<file path="src/design/mips_pkg.sv">
package mips_pkg;

    // width of every data word, address and register
    localparam int data_width = 32;

    // kseg1 boot address, first fetch after reset
    localparam logic [data_width-1:0] reset_vector = 32'hbfc0_0000;

    // depth of the instruction memory in words
    localparam int iram_words = 4096;

    // primary opcodes, instr[31:26]
    localparam logic [5:0] op_rtype = 6'b000000;
    localparam logic [5:0] op_lw    = 6'b100011;
    localparam logic [5:0] op_sw    = 6'b101011;
    localparam logic [5:0] op_addiu = 6'b001001;

    // funct codes for the r-type group, instr[5:0]
    localparam logic [5:0] fn_and  = 6'b100100;
    localparam logic [5:0] fn_addu = 6'b100001;
    localparam logic [5:0] fn_subu = 6'b100011;
    localparam logic [5:0] fn_jr   = 6'b001000;

    // alu operations
    // loads, stores and addiu all use the adder
    typedef enum logic [1:0] {
        alu_add = 2'd0,
        alu_sub = 2'd1,
        alu_and = 2'd2
    } alu_op_t;

    // core sequencing states
    // one instruction moves through these at a time
    typedef enum logic [2:0] {
        // waiting for the next instruction from fetch
        st_fetch = 3'd0,
        // operands read, alu result or address formed
        st_exec  = 3'd1,
        // bus access in progress
        st_mem   = 3'd2,
        // register write and retire
        st_wb    = 3'd3,
        // parked on an encoding the core does not run
        st_halt  = 3'd4
    } core_state_t;

endpackage

</file>
<file path="src/design/exec_unit.sv">
module exec_unit (
    input  logic                            clk,
    input  logic                            rst,
    input  logic [mips_pkg::data_width-1:0] instr,
    input  logic                            instr_valid,
    output logic                            retire,
    output logic                            jump,
    output logic [mips_pkg::data_width-1:0] jump_target,
    output logic                            mem_start,
    output logic                            mem_write,
    output logic [mips_pkg::data_width-1:0] mem_addr_in,
    output logic [mips_pkg::data_width-1:0] mem_wdata_in,
    input  logic                            mem_done,
    input  logic [mips_pkg::data_width-1:0] mem_rdata_out
);

    mips_pkg::core_state_t state;
    mips_pkg::alu_op_t     alu_op;

    // instruction fields
    logic [5:0]  opcode;
    logic [5:0]  funct;
    logic [4:0]  rs;
    logic [4:0]  rt;
    logic [4:0]  rd;
    logic [15:0] imm;

    // decode flags
    logic is_rtype;
    logic is_alu_r;
    logic is_lw;
    logic is_sw;
    logic is_addiu;
    logic is_jr;
    logic is_mem;
    logic is_legal;
    logic writes_reg;
    logic [4:0] dest;

    // datapath
    logic [mips_pkg::data_width-1:0] imm_sext;
    logic [mips_pkg::data_width-1:0] rs_data;
    logic [mips_pkg::data_width-1:0] rt_data;
    logic [mips_pkg::data_width-1:0] alu_b;
    logic [mips_pkg::data_width-1:0] alu_out;
    logic [mips_pkg::data_width-1:0] result;

    assign opcode = instr[31:26];
    assign rs     = instr[25:21];
    assign rt     = instr[20:16];
    assign rd     = instr[15:11];
    assign funct  = instr[5:0];
    assign imm    = instr[15:0];

    assign is_rtype = (opcode == mips_pkg::op_rtype);
    assign is_alu_r = is_rtype && ((funct == mips_pkg::fn_and) ||
                                   (funct == mips_pkg::fn_addu) ||
                                   (funct == mips_pkg::fn_subu));
    assign is_jr    = is_rtype && (funct == mips_pkg::fn_jr);
    assign is_lw    = (opcode == mips_pkg::op_lw);
    assign is_sw    = (opcode == mips_pkg::op_sw);
    assign is_addiu = (opcode == mips_pkg::op_addiu);
    assign is_mem   = is_lw || is_sw;
    assign is_legal = is_alu_r || is_jr || is_mem || is_addiu;

    // rd for r-type, rt for lw and addiu
    assign writes_reg = is_alu_r || is_lw || is_addiu;
    assign dest       = is_rtype ? rd : rt;

    // sign extension shared by addresses and addiu
    assign imm_sext = {{(mips_pkg::data_width-16){imm[15]}}, imm};
    assign alu_b    = is_alu_r ? rt_data : imm_sext;

    always_comb begin
        alu_op = mips_pkg::alu_add;
        if (is_alu_r && (funct == mips_pkg::fn_and)) begin
            alu_op = mips_pkg::alu_and;
        end else if (is_alu_r && (funct == mips_pkg::fn_subu)) begin
            alu_op = mips_pkg::alu_sub;
        end
    end

    always_comb begin
        case (alu_op)
            mips_pkg::alu_sub: alu_out = rs_data - alu_b;
            mips_pkg::alu_and: alu_out = rs_data & alu_b;
            default:           alu_out = rs_data + alu_b;
        endcase
    end

    reg_file u_reg_file (
        .clk     (clk),
        .rst     (rst),
        .rs_addr (rs),
        .rt_addr (rt),
        .rs_data (rs_data),
        .rt_data (rt_data),
        .we      ((state == mips_pkg::st_wb) && writes_reg),
        .wr_addr (dest),
        .wr_data (result)
    );

    // bus request issued from exec, fields sampled by mem_port
    assign mem_start    = (state == mips_pkg::st_exec) && is_mem;
    assign mem_write    = is_sw;
    assign mem_addr_in  = alu_out;
    assign mem_wdata_in = rt_data;

    // retire in wb, jr carries its target along
    assign retire      = (state == mips_pkg::st_wb);
    assign jump        = retire && is_jr;
    assign jump_target = rs_data;

    always_ff @(posedge clk) begin
        if (rst) begin
            state <= mips_pkg::st_fetch;
        end else begin
            case (state)
                mips_pkg::st_fetch: begin
                    if (instr_valid) begin
                        state <= is_legal ? mips_pkg::st_exec : mips_pkg::st_halt;
                    end
                end
                mips_pkg::st_exec: state <= is_mem ? mips_pkg::st_mem : mips_pkg::st_wb;
                mips_pkg::st_mem: begin
                    if (mem_done) begin
                        state <= mips_pkg::st_wb;
                    end
                end
                mips_pkg::st_wb:   state <= mips_pkg::st_fetch;
                mips_pkg::st_halt: state <= mips_pkg::st_halt;
                default:           state <= mips_pkg::st_fetch;
            endcase
        end
    end

    // writeback value, alu result or load data
    always_ff @(posedge clk) begin
        if (state == mips_pkg::st_exec) begin
            result <= alu_out;
        end else if ((state == mips_pkg::st_mem) && mem_done) begin
            result <= mem_rdata_out;
        end
    end

endmodule

</file>
<file path="src/design/reg_file.sv">
module reg_file (
    input  logic                            clk,
    input  logic                            rst,
    input  logic [4:0]                      rs_addr,
    input  logic [4:0]                      rt_addr,
    output logic [mips_pkg::data_width-1:0] rs_data,
    output logic [mips_pkg::data_width-1:0] rt_data,
    input  logic                            we,
    input  logic [4:0]                      wr_addr,
    input  logic [mips_pkg::data_width-1:0] wr_data
);

    // general purpose registers r0..r31
    logic [mips_pkg::data_width-1:0] regs [0:31];

    // asynchronous read ports
    assign rs_data = regs[rs_addr];
    assign rt_data = regs[rt_addr];

    always_ff @(posedge clk) begin
        if (rst) begin
            // every run starts from a clean register set
            for (int i = 0; i < 32; i++) begin
                regs[i] <= '0;
            end
        end else if (we && (wr_addr != 5'd0)) begin
            // r0 is never written, reads back as zero
            regs[wr_addr] <= wr_data;
        end
    end

endmodule

</file>
<file path="config.mk">
export PLATFORM = sky130hd
export DESIGN_NAME = exec_unit
export DESIGN_NICKNAME = d
export VERILOG_FILES = /design/src/design/mips_pkg.sv /design/src/design/exec_unit.sv /design/src/design/reg_file.sv
export SDC_FILE = /design/constraint.sdc
export NUM_CORES = 2
export LEC_CHECK = 0
export BUFFER_PORTS_ARGS = -buffer_cell sky130_fd_sc_hd__buf_2
export CORE_ASPECT_RATIO = 0.8
export CORE_MARGIN = 4
export CORE_UTILIZATION = 65
export CTS_BUF_LIST = sky130_fd_sc_hd__clkbuf_2 sky130_fd_sc_hd__clkbuf_4 sky130_fd_sc_hd__clkbuf_8
export DETAILED_ROUTE_END_ITERATION = 16
export GPL_ROUTABILITY_DRIVEN = 0
export PLACE_DENSITY = 0.83
export SYNTH_ARGS = -nofsm -noshare
export SYNTH_HDL_FRONTEND = slang
export SYNTH_HIERARCHICAL = 1
export SYNTH_SLANG_ARGS = --single-unit
</file>
<file path="constraint.sdc">
create_clock -name clk -period 7.4 [get_ports clk]
set_clock_uncertainty 0.15 [all_clocks]
set_input_delay 0.37 -clock clk [delete_from_list [all_inputs] [get_ports clk]]
set_output_delay 0.37 -clock clk [all_outputs]
set_load 0.05 [all_outputs]
</file>
==> PnR_summary.wiki <==
{| class="wikitable"
! Metric !! Value
|-
| Result of the run || complete, no violations
|-
| Proportion of register bits with asynchronous set or reset after synthesis || 0
|-
| Actual slew at the worst max-slew pin || approximately 1.3 ns
|-
| Wire length per cell after detailed routing || between 30 and 40 um
|-
| Cell Area, Synth || 61000 um2
|-
| Clock insertion delay at the later pin of the skew report || between 0.8 and 0.9 ns
|-
| Site row count || 100
|-
| Die Footprint || ~99000 um2
|-
| Core Area || approximately 93000 um2
|-
| Count of pins over their slew limit || 0
|-
| Number of global-route vias before repair || around 45000
|-
| Cts bufs inserted || about 160
|-
| Clock transition at the registers of the reported paths || 0.06 ns
|-
| Max-cap viol count || 0
|-
| Peak clock frequency supported by timing || roughly 0.14 GHz
|-
| Synth Instances || ~5300
|-
| Remaining global-route overflow || 0
|-
| Total via count in the routed design || 47300
|-
| Number of enable-type register cells in the synthesized netlist || about 1100
|-
| Core Util, Final || 0.715
|-
| Compound-Gate Fraction of Synth Area || 0.0863
|-
| Number of synthesized register bits || roughly 1100
|-
| Maximum clock path buffer count || 3
|-
| Horiz. Die Dim || roughly 350 um
|-
| Detailed Route WL || about 210 mm
|-
| Largest net degree at the start of global routing || roughly 110
|-
| Most instantiated library cell after synthesis || edfxtp_1
|-
| Sequential share of power || 0.481
|-
| CTS tree || done
|-
| Total internal power || 10100 uW
|-
| Critical Setup Path Class || in2out
|-
| Boundary Pins || about 170
|-
| Synth warnings || 6
|-
| Remaining design rule violation count || 0
|-
| Fraction of power consumed by combinational cells || 0.180
|-
| Standby leakage power || 0.0271 uW
|-
| Level count of the clock H-tree || 4
|-
| Unique masters post-synth || 80
|-
| Signed area change from the synthesized netlist to the final layout || 8.99%
|-
| Peak ir drop on the vdd network || around 0.21 mV
|-
| GRT Total Usage || 0.407
|-
| Adder-cell share of the synthesized area || 0.00690
|-
| Crit end category || primary output
|-
| Net Sw Frac || 0.299
|-
| Primary flip-flop cell chosen by synthesis mapping || edfxtp_1
|-
| Largest family of logic cells by synthesized area || multiplexers
|-
| Cell type with the largest total area after synthesis || edfxtp_1
|-
| Max-slew headroom at the worst pin || 0.147
|-
| Total area of sequential cells || 31800 um2
|-
| Sw Pwr || ~4300 uW
|-
| Port Buffer Count || around 170
|-
| Top post-synthesis cells by count || 1056 x edfxtp_1, 1031 x mux2i_1, 998 x and2_1, 328 x nand2_1, 251 x a21oi_1
|-
| Fraction of final layout cells with drive strength greater than 1 || 0.132
|-
| Root buf cell || clkbuf_8
|-
| Critical path peak fanout || 24
|-
| Cell types with the largest area share after synthesis || edfxtp_1 52%, mux2i_1 17%, and2_1 10%, a22oi_1 2.4%, a21oi_1 2.1%
|-
| Areal power density over the cells || ~220 nW/um2
|-
| Final worst path period share || 0.977
|-
| Initial core utilization || 0.656
|-
| Global-route wire length before repair || approximately 300 mm
|-
| Fraction of post-synthesis cell area in the top cell type by area || 0.520
|-
| Average cell area after synthesis || ~12 um2
|-
| Number of setup violations in the final report || 0
|-
| Post-layout minimum cycle time || a little over 7 ns
|-
| Final hold violation count || 0
|-
| Vertical die dimension || 282 um
|-
| Placed inst area || ~63000 um2
|-
| Remaining antenna violation count || 0
|-
| Clk sinks || 1059
|-
| Data required time at the worst endpoint || about 6.9 ns
|-
| Startpoint types || primary input
|-
| Multi-input logic area || roughly 27000 um2
|-
| Area share of and/or/nand/nor cells after synthesis || 0.167
|-
| Violation count after the first detailed-routing iteration || ~7500
|-
| Area of all placed cells without fillers || about 66000 um2
|-
| Share of the synthesized netlist area taken by xor and xnor gates || 0.00776
|-
| Total half-perimeter wirelength after legalization and detailed placement || between 100 and 150 mm
|-
| Nets || 5498
|-
| Pre-antenna DRT Iters || 10
|-
| Vias per std cell || around 7
|-
| Antenna violations before repair || 14
|-
| Min-delay worst type || in2reg
|-
| Sequential cell area fraction in the yosys report || 0.521
|-
| Multiplexer share of the synthesized area || 0.172
|-
| Clock power frac || 0.339
|-
| Filler instances || ~6300
|-
| Worst endpoint data arrival time || roughly 6.7 ns
|}
==> through the flow <==
step	instances	setup WS, ns	total power [uW]	hold slack (ns)	TNS (ns)
6_report	6742	0.172	14400	0.149	0
3_5_place_dp	6414	0.179	9490	0.457	0
2_1_floorplan	5326	0.753	8650	0.299	0
4_1_cts	6729	0.0670	14300	0.0645	0
5_1_grt	6739	-0.0158	14700	0.120	-0.0158
3_3_place_gp	6414	0.297	9440	0.442	0
==> sequential cells by signal (all words and copies together), names as in the netlist <==
signal,cells
u_reg_file/regs,1024
state,3
result,32
==> layout make-up <==
class                           instances  area share
Antenna cell                            9    0.000339
Clock buffer                          234      0.0425
Clock inverter                         43     0.00439
Inverter                               14    0.000791
Multi-Input combinational cell       3775       0.409
Sequential cell                      1059       0.478
Tap cell                             1224      0.0231
Timing Repair Buffer                  384      0.0422
==> metal layers <==
metal	vias up	routed length, um	track usage
li1	19600	-	-
met1	22400	70400	0.515
met2	4291	87900	0.593
met3	1049	33000	0.139
met4	6	16600	0.285
met5	-	36	0
==> power groups by stage <==
stage          Clock (uW)  Sequential, uW  Combinational, uW
3_3_place_gp            0            7020               2420
5_1_grt              5160            6930               2650
2_1_floorplan           0            6990               1660
4_1_cts              4870            6910               2480
3_5_place_dp            0            7030               2450
6_report             4880            6920               2590
==> worst paths after layout <==
kind,from,depth (start not counted),end,slack [ns]
setup reg to reg,u_reg_file/regs[7][2]$_SDFFCE_PN0P_,23,result[19]$_DFFE_PP_,1.28
setup / recovery,instr[18],24,mem_addr_in[22],0.17
hold reg to reg,state[1]$_SDFFE_PP0P_,2,state[1]$_SDFFE_PP0P_,0.48
hold / removal,instr[8],5,result[8]$_DFFE_PP_,0.15
==> worst max-delay path, stage by stage <==
cell,delay (ns)
buf_2,0.17
nor2b_4,0.45
buf_4,0.26
buf_4,0.43
buf_4,0.30
a22o_1,0.16
nor3_1,0.05
a31oi_1,0.50
nand3_1,0.53
nor2_1,0.22
nand3_1,0.09
a211o_1,0.39
o21ai_1,0.20
o21ai_0,0.14
o21ai_0,0.13
ha_1,0.28
a21oi_1,0.14
nor2b_1,0.16
a32oi_1,0.33
nand2_1,0.10
o31a_1,0.26
xor2_1,0.15
o22ai_1,0.49
buf_2,0.38
==> logic make-up (layout without fill, tap and decap cells) <==
| logic type | count (synthesis) | count (layout) |
|---|---|---|
| DFF | 1059 | 1059 |
| buffers and inverters | 492 | 675 |
| AOI/OAI and AO/OA | 783 | 783 |
| other | 1 | 41 |
| xor gates and xnor gates | 54 | 54 |
| and+or+nand+nor | 1829 | 1829 |
| adders and majority gates | 33 | 33 |
| muxes | 1044 | 1044 |
==> repair_timing <==
action / 4_1_cts / 5_1_grt
endpoints found under the setup margin: 1 / 11
hold buffers: 38 / 0
buffers inserted: 0 / 4
hold endpoints to repair: 35 / 0
resized for setup: 3 / 12
==> placed cells by master (no fill, tap or decap), drive strengths merged, types with 9 or more instances in the layout <==
| cell type | synthesis | layout |
|---|---|---|
| a21o | 10 | 10 |
| a21oi | 251 | 251 |
| a22o | 128 | 128 |
| a22oi | 193 | 193 |
| a31oi | 79 | 79 |
| and2 | 998 | 998 |
| buf | 216 | 346 |
| clkbuf | 262 | 234 |
| clkinv | 0 | 32 |
| conb | 1 | 32 |
| diode | 0 | 9 |
| dlygate4sd3 | 0 | 38 |
| edfxtp | 1056 | 1056 |
| ha | 32 | 32 |
| inv | 14 | 21 |
| mux2 | 13 | 13 |
| mux2i | 1031 | 1031 |
| nand2 | 328 | 328 |
| nand2b | 9 | 9 |
| nand3 | 216 | 216 |
| nand3b | 12 | 12 |
| nor2 | 96 | 96 |
| nor3 | 76 | 76 |
| o21ai | 51 | 51 |
| o22ai | 10 | 10 |
| or2 | 42 | 42 |
| xnor2 | 35 | 35 |
| xor2 | 19 | 19 |
(Power assumes the default switching activity.)
