$ cat src/design/mips_pkg.sv
package mips_pkg;

    // width of every data word, address and register
    localparam int data_width = 32;

    // kseg1 boot address, first fetch after reset
    localparam logic [data_width-1:0] reset_vector = 32'hbfc0_0000;

    // depth of the instruction memory in words
    localparam int iram_words = 4096;

    // primary opcodes, instr[31:26]
    localparam logic [5:0] op_rtype = 6'b000000;
    localparam logic [5:0] op_lw    = 6'b100011;
    localparam logic [5:0] op_sw    = 6'b101011;
    localparam logic [5:0] op_addiu = 6'b001001;

    // funct codes for the r-type group, instr[5:0]
    localparam logic [5:0] fn_and  = 6'b100100;
    localparam logic [5:0] fn_addu = 6'b100001;
    localparam logic [5:0] fn_subu = 6'b100011;
    localparam logic [5:0] fn_jr   = 6'b001000;

    // alu operations
    // loads, stores and addiu all use the adder
    typedef enum logic [1:0] {
        alu_add = 2'd0,
        alu_sub = 2'd1,
        alu_and = 2'd2
    } alu_op_t;

    // core sequencing states
    // one instruction moves through these at a time
    typedef enum logic [2:0] {
        // waiting for the next instruction from fetch
        st_fetch = 3'd0,
        // operands read, alu result or address formed
        st_exec  = 3'd1,
        // bus access in progress
        st_mem   = 3'd2,
        // register write and retire
        st_wb    = 3'd3,
        // parked on an encoding the core does not run
        st_halt  = 3'd4
    } core_state_t;

endpackage

$ cat src/design/mem_port.sv
module mem_port (
    input  logic                            clk,
    input  logic                            rst,
    input  logic                            mem_start,
    input  logic                            mem_write,
    input  logic [mips_pkg::data_width-1:0] mem_addr_in,
    input  logic [mips_pkg::data_width-1:0] mem_wdata_in,
    output logic                            mem_done,
    output logic [mips_pkg::data_width-1:0] mem_rdata_out,
    output logic                            mem_req,
    input  logic                            mem_ack,
    output logic                            mem_we,
    output logic [mips_pkg::data_width-1:0] mem_addr,
    output logic [mips_pkg::data_width-1:0] mem_wdata,
    input  logic [mips_pkg::data_width-1:0] mem_rdata
);

    // four-phase requester states
    typedef enum logic [1:0] {
        mp_idle    = 2'd0,
        mp_wait_hi = 2'd1,
        mp_wait_lo = 2'd2
    } mp_state_t;

    mp_state_t state;
    logic      issue;

    // new request only from idle, ack already seen low
    assign issue = (state == mp_idle) && mem_start;

    always_ff @(posedge clk) begin
        if (rst) begin
            state    <= mp_idle;
            mem_req  <= 1'b0;
            mem_we   <= 1'b0;
            mem_done <= 1'b0;
        end else begin
            mem_done <= 1'b0;
            case (state)
                mp_idle: begin
                    if (issue) begin
                        mem_req <= 1'b1;
                        mem_we  <= mem_write;
                        state   <= mp_wait_hi;
                    end
                end
                mp_wait_hi: begin
                    // slave took the request, release it
                    if (mem_ack) begin
                        mem_req <= 1'b0;
                        state   <= mp_wait_lo;
                    end
                end
                mp_wait_lo: begin
                    // handshake closed once ack drops
                    if (!mem_ack) begin
                        mem_done <= 1'b1;
                        state    <= mp_idle;
                    end
                end
                default: state <= mp_idle;
            endcase
        end
    end

    // address and write data held stable for the whole request
    always_ff @(posedge clk) begin
        if (issue) begin
            mem_addr  <= mem_addr_in;
            mem_wdata <= mem_wdata_in;
        end
        // read data only valid while ack is high
        if ((state == mp_wait_hi) && mem_ack) begin
            mem_rdata_out <= mem_rdata;
        end
    end

endmodule

$ cat config.mk
export PLATFORM = sky130hd
export DESIGN_NAME = mem_port
export DESIGN_NICKNAME = d
export VERILOG_FILES = /design/src/design/mips_pkg.sv /design/src/design/mem_port.sv
export SDC_FILE = /design/constraint.sdc
export NUM_CORES = 1
export LEC_CHECK = 0
export ABC_AREA = 1
export CORE_AREA = 2 2 77 79
export CTS_CLUSTER_DIAMETER = 50
export DETAILED_ROUTE_END_ITERATION = 10
export DIE_AREA = 0 0 79 81
export DONT_BUFFER_PORTS = 1
export HOLD_SLACK_MARGIN = 0.03
export PLACE_DENSITY_LB_ADDON = 0.05
export SKIP_CTS_REPAIR_TIMING = 1
export SYNTH_ARGS = -nofsm -noshare
export SYNTH_HDL_FRONTEND = slang
export SYNTH_SLANG_ARGS = --single-unit
$ cat constraint.sdc
create_clock -name clk -period 3.03 [get_ports clk]
set_clock_uncertainty 0.05 [all_clocks]
set_input_delay 0.1515 -clock clk [delete_from_list [all_inputs] [get_ports clk]]
set_output_delay 0.1515 -clock clk [all_outputs]
set_load 0.01 [all_outputs]
==> qor.csv, run 1 <==
metric,value,unit
syn_area_per_cell,25.1,sq um
mapped cell area,0.00308,sq mm
Post-synth EDFFs,96,
status,stopped before the end,
Synth top cells by count,"edfxtp_1 (96), dfxtp_1 (5), nand2_1 (5), nand3_1 (5), inv_1 (4)",
Starting Density,54.3,%
post-synthesis cell type count,11,
port buffer count,0,
DP HPWL,3.83,mm
Synth area leaders,"edfxtp_1 (94%), dfxtp_1 (3.2%), nand3_1 (0.81%)",
async set-reset flop share out of synthesis,0,%
Synth top area share,93.5,%
Syn Inst Count,123,
largest net degree at the start of global routing,65,
total CTS buffers,9,
Die Y,81,um
clk buf depth,2,
H-Tree Depth,3,
DIE WIDTH,79,um
CTS sink cnt,101,
"Seq/Total Area, Yosys",96.8,%
stage reached,global routing,
Error,[ERROR RSZ-0060] Max buffer count reached.,
syn nets,224,
"Top FF cell, synth",edfxtp_1,
Root Driver,clkbuf_8,
I/O pin cnt,200,
"area leader, netlist",edfxtp_1,
routability cong.,0.715,
row count,28,
"count leader, synth",edfxtp_1,
Seq cells post-synth,101,
Ys Warns,0,
logic make-up after synthesis:
kind of cell / share of synthesized area [%]
AOI/OAI and AO/OA: 0.446
buffers and inverters: 0.609
and+or+nand+nor: 2.19
DFF: 96.8
through the flow:
stage                     hold WS (ns)  std cells  worst slack [ns]  cell area (sq um)  util, %
after global placement           0.166        200              1.47               3200     56.3
after CTS                       -0.189        216              1.39               3410     60.1
after floorplan                  0.164        123             0.456               3080        -
after detailed placement         0.170        200              1.40               3200     56.3
==> run 2, diff against run 1 <==
--- a/config.mk
+++ b/config.mk
@@ -6,13 +6,11 @@
 export NUM_CORES = 1
 export LEC_CHECK = 0
 export ABC_AREA = 1
-export CORE_AREA = 2 2 77 79
-export CTS_CLUSTER_DIAMETER = 50
+export CORE_MARGIN = 1.5
+export CORE_UTILIZATION = 40
 export DETAILED_ROUTE_END_ITERATION = 10
-export DIE_AREA = 0 0 79 81
 export DONT_BUFFER_PORTS = 1
-export HOLD_SLACK_MARGIN = 0.03
-export PLACE_DENSITY_LB_ADDON = 0.05
+export PLACE_DENSITY_LB_ADDON = 0.15
 export SKIP_CTS_REPAIR_TIMING = 1
 export SYNTH_ARGS = -nofsm -noshare
 export SYNTH_HDL_FRONTEND = slang
==> qor.csv, run 2 <==
metric,value,unit,change
Post-DP Area,0.00324,sq mm,was 0.00320 sq mm
share of cells above drive strength 1,8.30,%,
Critical Path Fanout Max,52,,
vias per cell,4.62,,
clock power share,29.0,%,
async set-reset flop share out of synthesis,0,%,unchanged
Post-synth EDFFs,96,,unchanged
setup repair after global routing missed its margin,no,,
reg2reg end,mem_addr[8],,
Hold WS,-0.00761,ns,
DRT Wirelength,6.45,mm,
TNS Setup,0,ns,
via count of the routed design,1571,,
GRT met3 Usage,8.16,%,
min Tclk post-route,1.58,ns,
initial antenna violation count,0,,
full die area,0.00824,sq mm,
first-pass GRT wire length,7.69,mm,
Fin. Hold Viols,1,,
clk buf depth,2,,unchanged
Seq cells post-synth,101,,unchanged
reg2reg setup slack,1.45,ns,
RR Startpoint,state[1],,
static leakage,1.53,nW,
"Top FF cell, synth",edfxtp_1,,unchanged
ANT cells,0,,
routability cong.,0.762,,was 0.715
CP endpoint,mem_addr[8],,
"most common cell after layout, fill and taps aside",dlygate4sd3_1,,
Hold Crit Depth,4,,
"Slew Viols, Final",0,,
met2 GRT Util,21.6,%,
Hold Crit Class,input port to register,,
Initial DRC Count,52,,
internal power,0.00204,W,
Layout area overhead,43.5,%,
Syn Inst Count,123,,unchanged
syn_area_per_cell,25.1,sq um,unchanged
Top Registers,"mem_addr x32, mem_rdata_out x32, mem_wdata x32",,
post-synthesis cell type count,11,,unchanged
P per Cell Area,598,mW/mm^2,
layer with the highest usage,met2,,
CP endpoint kind,register,,
status,"complete, but fails checks",,was stopped before the end
GRT Total Usage,13.4,%,
total power,0.00265,W,
Final Setup Violations,0,,
Max IR drop VDD,288,uV,
row count,31,,was 28
port buffer count,0,,unchanged
Root Driver,clkbuf_8,,unchanged
Synth area leaders,"edfxtp_1 (94%), dfxtp_1 (3.2%), nand3_1 (0.81%)",,unchanged
mapped cell area,0.00308,sq mm,unchanged
Worst Path Arrival,1.56,ns,
measured slew at the worst slew-check pin,0.407,ns,
"count leader, synth",edfxtp_1,,unchanged
cell depth of the worst flop-to-flop path,4,,
post-route ant nets,0,,
H-Tree Depth,3,,unchanged
TritonRoute pass-1 iters,4,,
total CTS buffers,9,,unchanged
number of global-route vias before repair,1211,,
"CTS clk-pin slew, worst paths",0.09,ns,
Max Cap Viol,0,,
Worst EP required,3.01,ns,
net switching fraction of the power,22.8,%,
Synth top cells by count,"edfxtp_1 (96), dfxtp_1 (5), nand2_1 (5), nand3_1 (5), inv_1 (4)",,unchanged
Remaining DRCs,0,,
net switching power,0.000604,W,
DR WL/cell,19.0,um,
type of the worst setup path,register to register,,
Starting Density,41.8,%,was 54.3%
Final Instance Area,0.00442,sq mm,
Layout Nets,337,,
Crit. Startpoint,state[1],,
"Seq/Total Area, Yosys",96.8,%,unchanged
core box area,0.00737,sq mm,
"area leader, netlist",edfxtp_1,,unchanged
failing checks,negative hold slack,,
clock latency on the worst-skew pair,0.35,ns,
DIE WIDTH,90.8,um,was 79 um
met1 usage,12.9,%,
DP HPWL,4.23,mm,was 3.83 mm
I/O pin cnt,200,,unchanged
Die Y,90.8,um,was 81 um
"commonest cells after routing, fill and taps aside","dlygate4sd3_1 (100), edfxtp_1 (96), clkbuf_8 (9)",,
CTS sink cnt,101,,unchanged
Startpoint Class,register,,
Ys Warns,0,,unchanged
share of power burned in registers,64.8,%,
syn nets,224,,unchanged
largest net degree at the start of global routing,53,,
Synth top area share,93.5,%,unchanged
CTS tree,built,,
slew margin rel.,72.8,%,
Comb power frac,6.2,%,
Tcrit/Tclk final,52.1,%,
GRT Residual Overflow,0,,
Fmax,634,MHz,
-- run 2: cell counts after synthesis --
Identical to the previous run, type by type.
-- run 2: through the flow --
stage               worst slack (ns)  std cells  util [%]
floorplan                      0.456        123         -
global placement                1.56        224      44.0
detailed placement              1.47        224      44.0
CTS                             1.45        240      46.4
global route                    1.35        340      60.0
finish                          1.45        340      60.0
-- run 2: area by class of cell --
class | count | area (sq um)
sequential | 101 | 2980
fill | 535 | 2950
timing repair buffer | 102 | 1030
clock buffer | 9 | 124
tap | 99 | 124
multi-input combinational | 17 | 86.3
clock inverter | 7 | 58.8
inverter | 5 | 18.8
-- run 2: per-layer routing --
layer | up-vias | wire length, um | share of wire, %
li1 | 699 | - | -
met5 | - | 0 | 0
met3 | 9 | 639 | 9.9
met4 | 0 | 80 | 1.2
met1 | 747 | 2250 | 35
met2 | 116 | 3480 | 54
-- run 2: worst min path at each step --
stage          slack, ns       end  startpoint
4_1_cts            -0.22  state[1]         rst
2_1_floorplan       0.16  state[1]         rst
6_report          -0.008    mem_we   mem_write
3_3_place_gp        0.17  state[1]         rst
5_1_grt            0.008    mem_we   mem_write
3_5_place_dp        0.17  state[1]         rst
-- run 2: cells by family after synthesis --
group | count (synthesis) | share of synthesized area [%]
compound gates | 2 | 0.446
buf+inv | 5 | 0.609
flops | 101 | 96.8
simple gates | 15 | 2.19
-- run 2: power groups by stage --
stage | Sequential, W | Clock (W) | Combinational [W]
6_report | 0.00171 | 0.000767 | 0.000164
5_1_grt | 0.00172 | 0.000850 | 0.000181
4_1_cts | 0.00172 | 0.000793 | 0.0000589
3_5_place_dp | 0.00175 | 0 | 0.0000588
3_3_place_gp | 0.00175 | 0 | 0.0000546
2_1_floorplan | 0.00173 | 0 | 0.0000392
-- run 2: worst max-delay path, stage by stage (launching register included) --
cell     delay (ns)
dfxtp_1        0.36
inv_2          0.08
nand2_1        0.09
nor2_4         0.34
buf_12         0.31
No activity file was read; power rests on OpenSTA's default activity.
==> run 3, diff against run 2 <==
==> constraint.sdc (replaced) <==
create_clock -name clk -period 1.5 [get_ports clk]
set_clock_uncertainty 0.05 [all_clocks]
set_input_delay 0.075 -clock clk [delete_from_list [all_inputs] [get_ports clk]]
set_output_delay 0.075 -clock clk [all_outputs]
set_load 0.01 [all_outputs]
==> qor.csv, run 3 (synthesis results as in run 2) <==
metric,value,unit,change
row count,31,,unchanged
CP max stage cell,dfxtp_1,,unchanged
TNS Setup,0,ns,unchanged
vias per cell,4.62,,about the same
Buffers & Inverters on Critical Path,2,,unchanged
worst hold start,mem_start,,was mem_write
Remaining DRCs,0,,unchanged
CTS tree,built,,unchanged
"Slew Viols, Final",0,,unchanged
Fin. Hold Viols,0,,was 1
via count of the routed design,1574,,was 1571
Die Y,90.8,um,unchanged
Inst Count DP,225,,was 224
reg2reg end,mem_rdata_out[1],,was mem_addr[8]
H-Tree Depth,3,,unchanged
number of global-route vias before repair,1230,,was 1211
CP Cell Sequence,"nand3_1, clkinvlp_4, buf_12",,"was inv_2, nand2_1, nor2_4, buf_12"
Top Registers,"mem_addr x32, mem_rdata_out x32, mem_wdata x32",,unchanged
Initial DRC Count,64,,was 52
Startpoint Class,register,,unchanged
DP HPWL,4.14,mm,was 4.23 mm
static leakage,1.55,nW,was 1.53 nW
met2 GRT Util,22.8,%,was 21.6%
layer with the highest usage,met2,,unchanged
reg2reg setup slack,0.13,ns,was 1.45 ns
Worst EP required,1.49,ns,was 3.01 ns
RR Startpoint,state[0],,was state[1]
Critical Path Fanout Max,32,,was 52
clock latency on the worst-skew pair,0.34,ns,was 0.35 ns
core box area,0.00737,sq mm,unchanged
Starting Density,41.8,%,unchanged
Fmax,730,MHz,was 634 MHz
measured slew at the worst slew-check pin,0.241,ns,was 0.407 ns
status,"complete, no violations",,"was complete, but fails checks"
non-filler instance count after layout,341,,was 340
Root Driver,clkbuf_8,,unchanged
GRT Total Usage,13.3,%,was 13.4%
cell depth of the worst flop-to-flop path,3,,was 4
Hold Crit Depth,3,,was 4
total CTS buffers,9,,unchanged
TritonRoute pass-1 iters,4,,unchanged
share of cells above drive strength 1,9.09,%,was 8.30%
Final Setup Violations,0,,unchanged
Layout Nets,338,,was 337
CP endpoint kind,register,,unchanged
GRT met3 Usage,7.74,%,was 8.16%
Hold Crit Class,input port to register,,unchanged
I/O pin cnt,200,,unchanged
"CTS clk-pin slew, worst paths",0.09,ns,about the same
DIE WIDTH,90.8,um,unchanged
crit-path max cell delay,0.46,ns,was 0.36 ns
DRT Wirelength,6.49,mm,was 6.45 mm
CTS sink cnt,101,,unchanged
setup repair after global routing missed its margin,no,,unchanged
ANT cells,0,,unchanged
Worst Path Arrival,1.36,ns,was 1.56 ns
initial antenna violation count,0,,unchanged
P per Cell Area,1240,mW/mm^2,was 598 mW/mm^2
GRT Residual Overflow,0,,unchanged
hold worst-path end,mem_addr[17],,was mem_we
DR WL/cell,19.0,um,about the same
"most common cell after layout, fill and taps aside",dlygate4sd3_1,,unchanged
Layout area overhead,45.1,%,was 43.5%
first-pass GRT wire length,7.59,mm,was 7.69 mm
routability cong.,0.681,,was 0.762
met1 usage,12.2,%,was 12.9%
port buffer count,0,,unchanged
"commonest cells after routing, fill and taps aside","dlygate4sd3_1 (100), edfxtp_1 (96), clkbuf_8 (9)",,unchanged
min Tclk post-route,1.37,ns,was 1.58 ns
clk buf depth,2,,unchanged
post-route ant nets,0,,unchanged
Max IR drop VDD,487,uV,was 288 uV
total power,0.00557,W,was 0.00265 W
slew margin rel.,83.9,%,was 72.8%
Max Cap Viol,0,,unchanged
Tcrit/Tclk final,91.4,%,was 52.1%
largest net degree at the start of global routing,47,,was 53
type of the worst setup path,register to register,,unchanged
Crit path max-delay family,flip-flops,,was simple AND/OR/NAND/NOR gates
full die area,0.00824,sq mm,unchanged
run 3: worst reg2reg max path: cells and delay by family, from the launching register on:
kind / cells / cell delay (ns)
buf+inv: 2 / 0.34
flops: 1 / 0.46
simple gates: 1 / 0.22
run 3: worst max path at each step:
stage                        start                 to  slack (ns)  cells past startpoint
after global routing      state[0]  mem_rdata_out[13]        0.05                      3
after detailed placement  state[0]  mem_rdata_out[21]        0.14                      3
final                     state[0]   mem_rdata_out[1]        0.13                      3
after CTS                 state[0]   mem_rdata_out[1]        0.13                      3
after floorplan           state[1]        mem_addr[0]       -0.36                      3
after global placement    state[0]  mem_rdata_out[24]        0.20                      3
run 3: power breakdown:
| part | switching, W | total (W) | internal (W) | leakage (nW) |
|---|---|---|---|---|
| sequential | 0.000159 | 0.00346 | 0.00330 | 0.947 |
| combinational | 0.000142 | 0.000346 | 0.000205 | 0.497 |
| clock | 0.000835 | 0.00176 | 0.000924 | 0.105 |
| total | 0.00114 | 0.00557 | 0.00443 | 1.55 |
run 3: per-layer routing:
metal,vias to the layer above,part of all wire (%)
li1,703,-
met1,769,34
met2,91,57
met3,11,7.3
met4,0,1.9
met5,-,0
run 3: final cells by class:
| cell class | count | area [sq um] |
|---|---|---|
| inverter | 5 | 22.5 |
| timing repair buffer | 103 | 1050 |
| sequential | 101 | 2980 |
| clock inverter | 6 | 77.6 |
| fill | 556 | 2900 |
| multi-input combinational | 17 | 88.8 |
| clock buffer | 10 | 128 |
| tap | 99 | 124 |
run 3: metrics by stage:
| step | area (sq um) | util [%] | hold slack [ns] | setup slack, ns |
|---|---|---|---|---|
| finish | 4470 | 60.7 | 0.166 | 0.130 |
| global route | 4470 | 60.7 | 0.153 | 0.0528 |
| CTS | 3470 | 47.1 | -0.297 | 0.129 |
| detailed placement | 3270 | 44.3 | 0.0846 | 0.138 |
| global placement | 3270 | 44.3 | 0.0816 | 0.202 |
| floorplan | 3100 | - | 0.0801 | -0.363 |
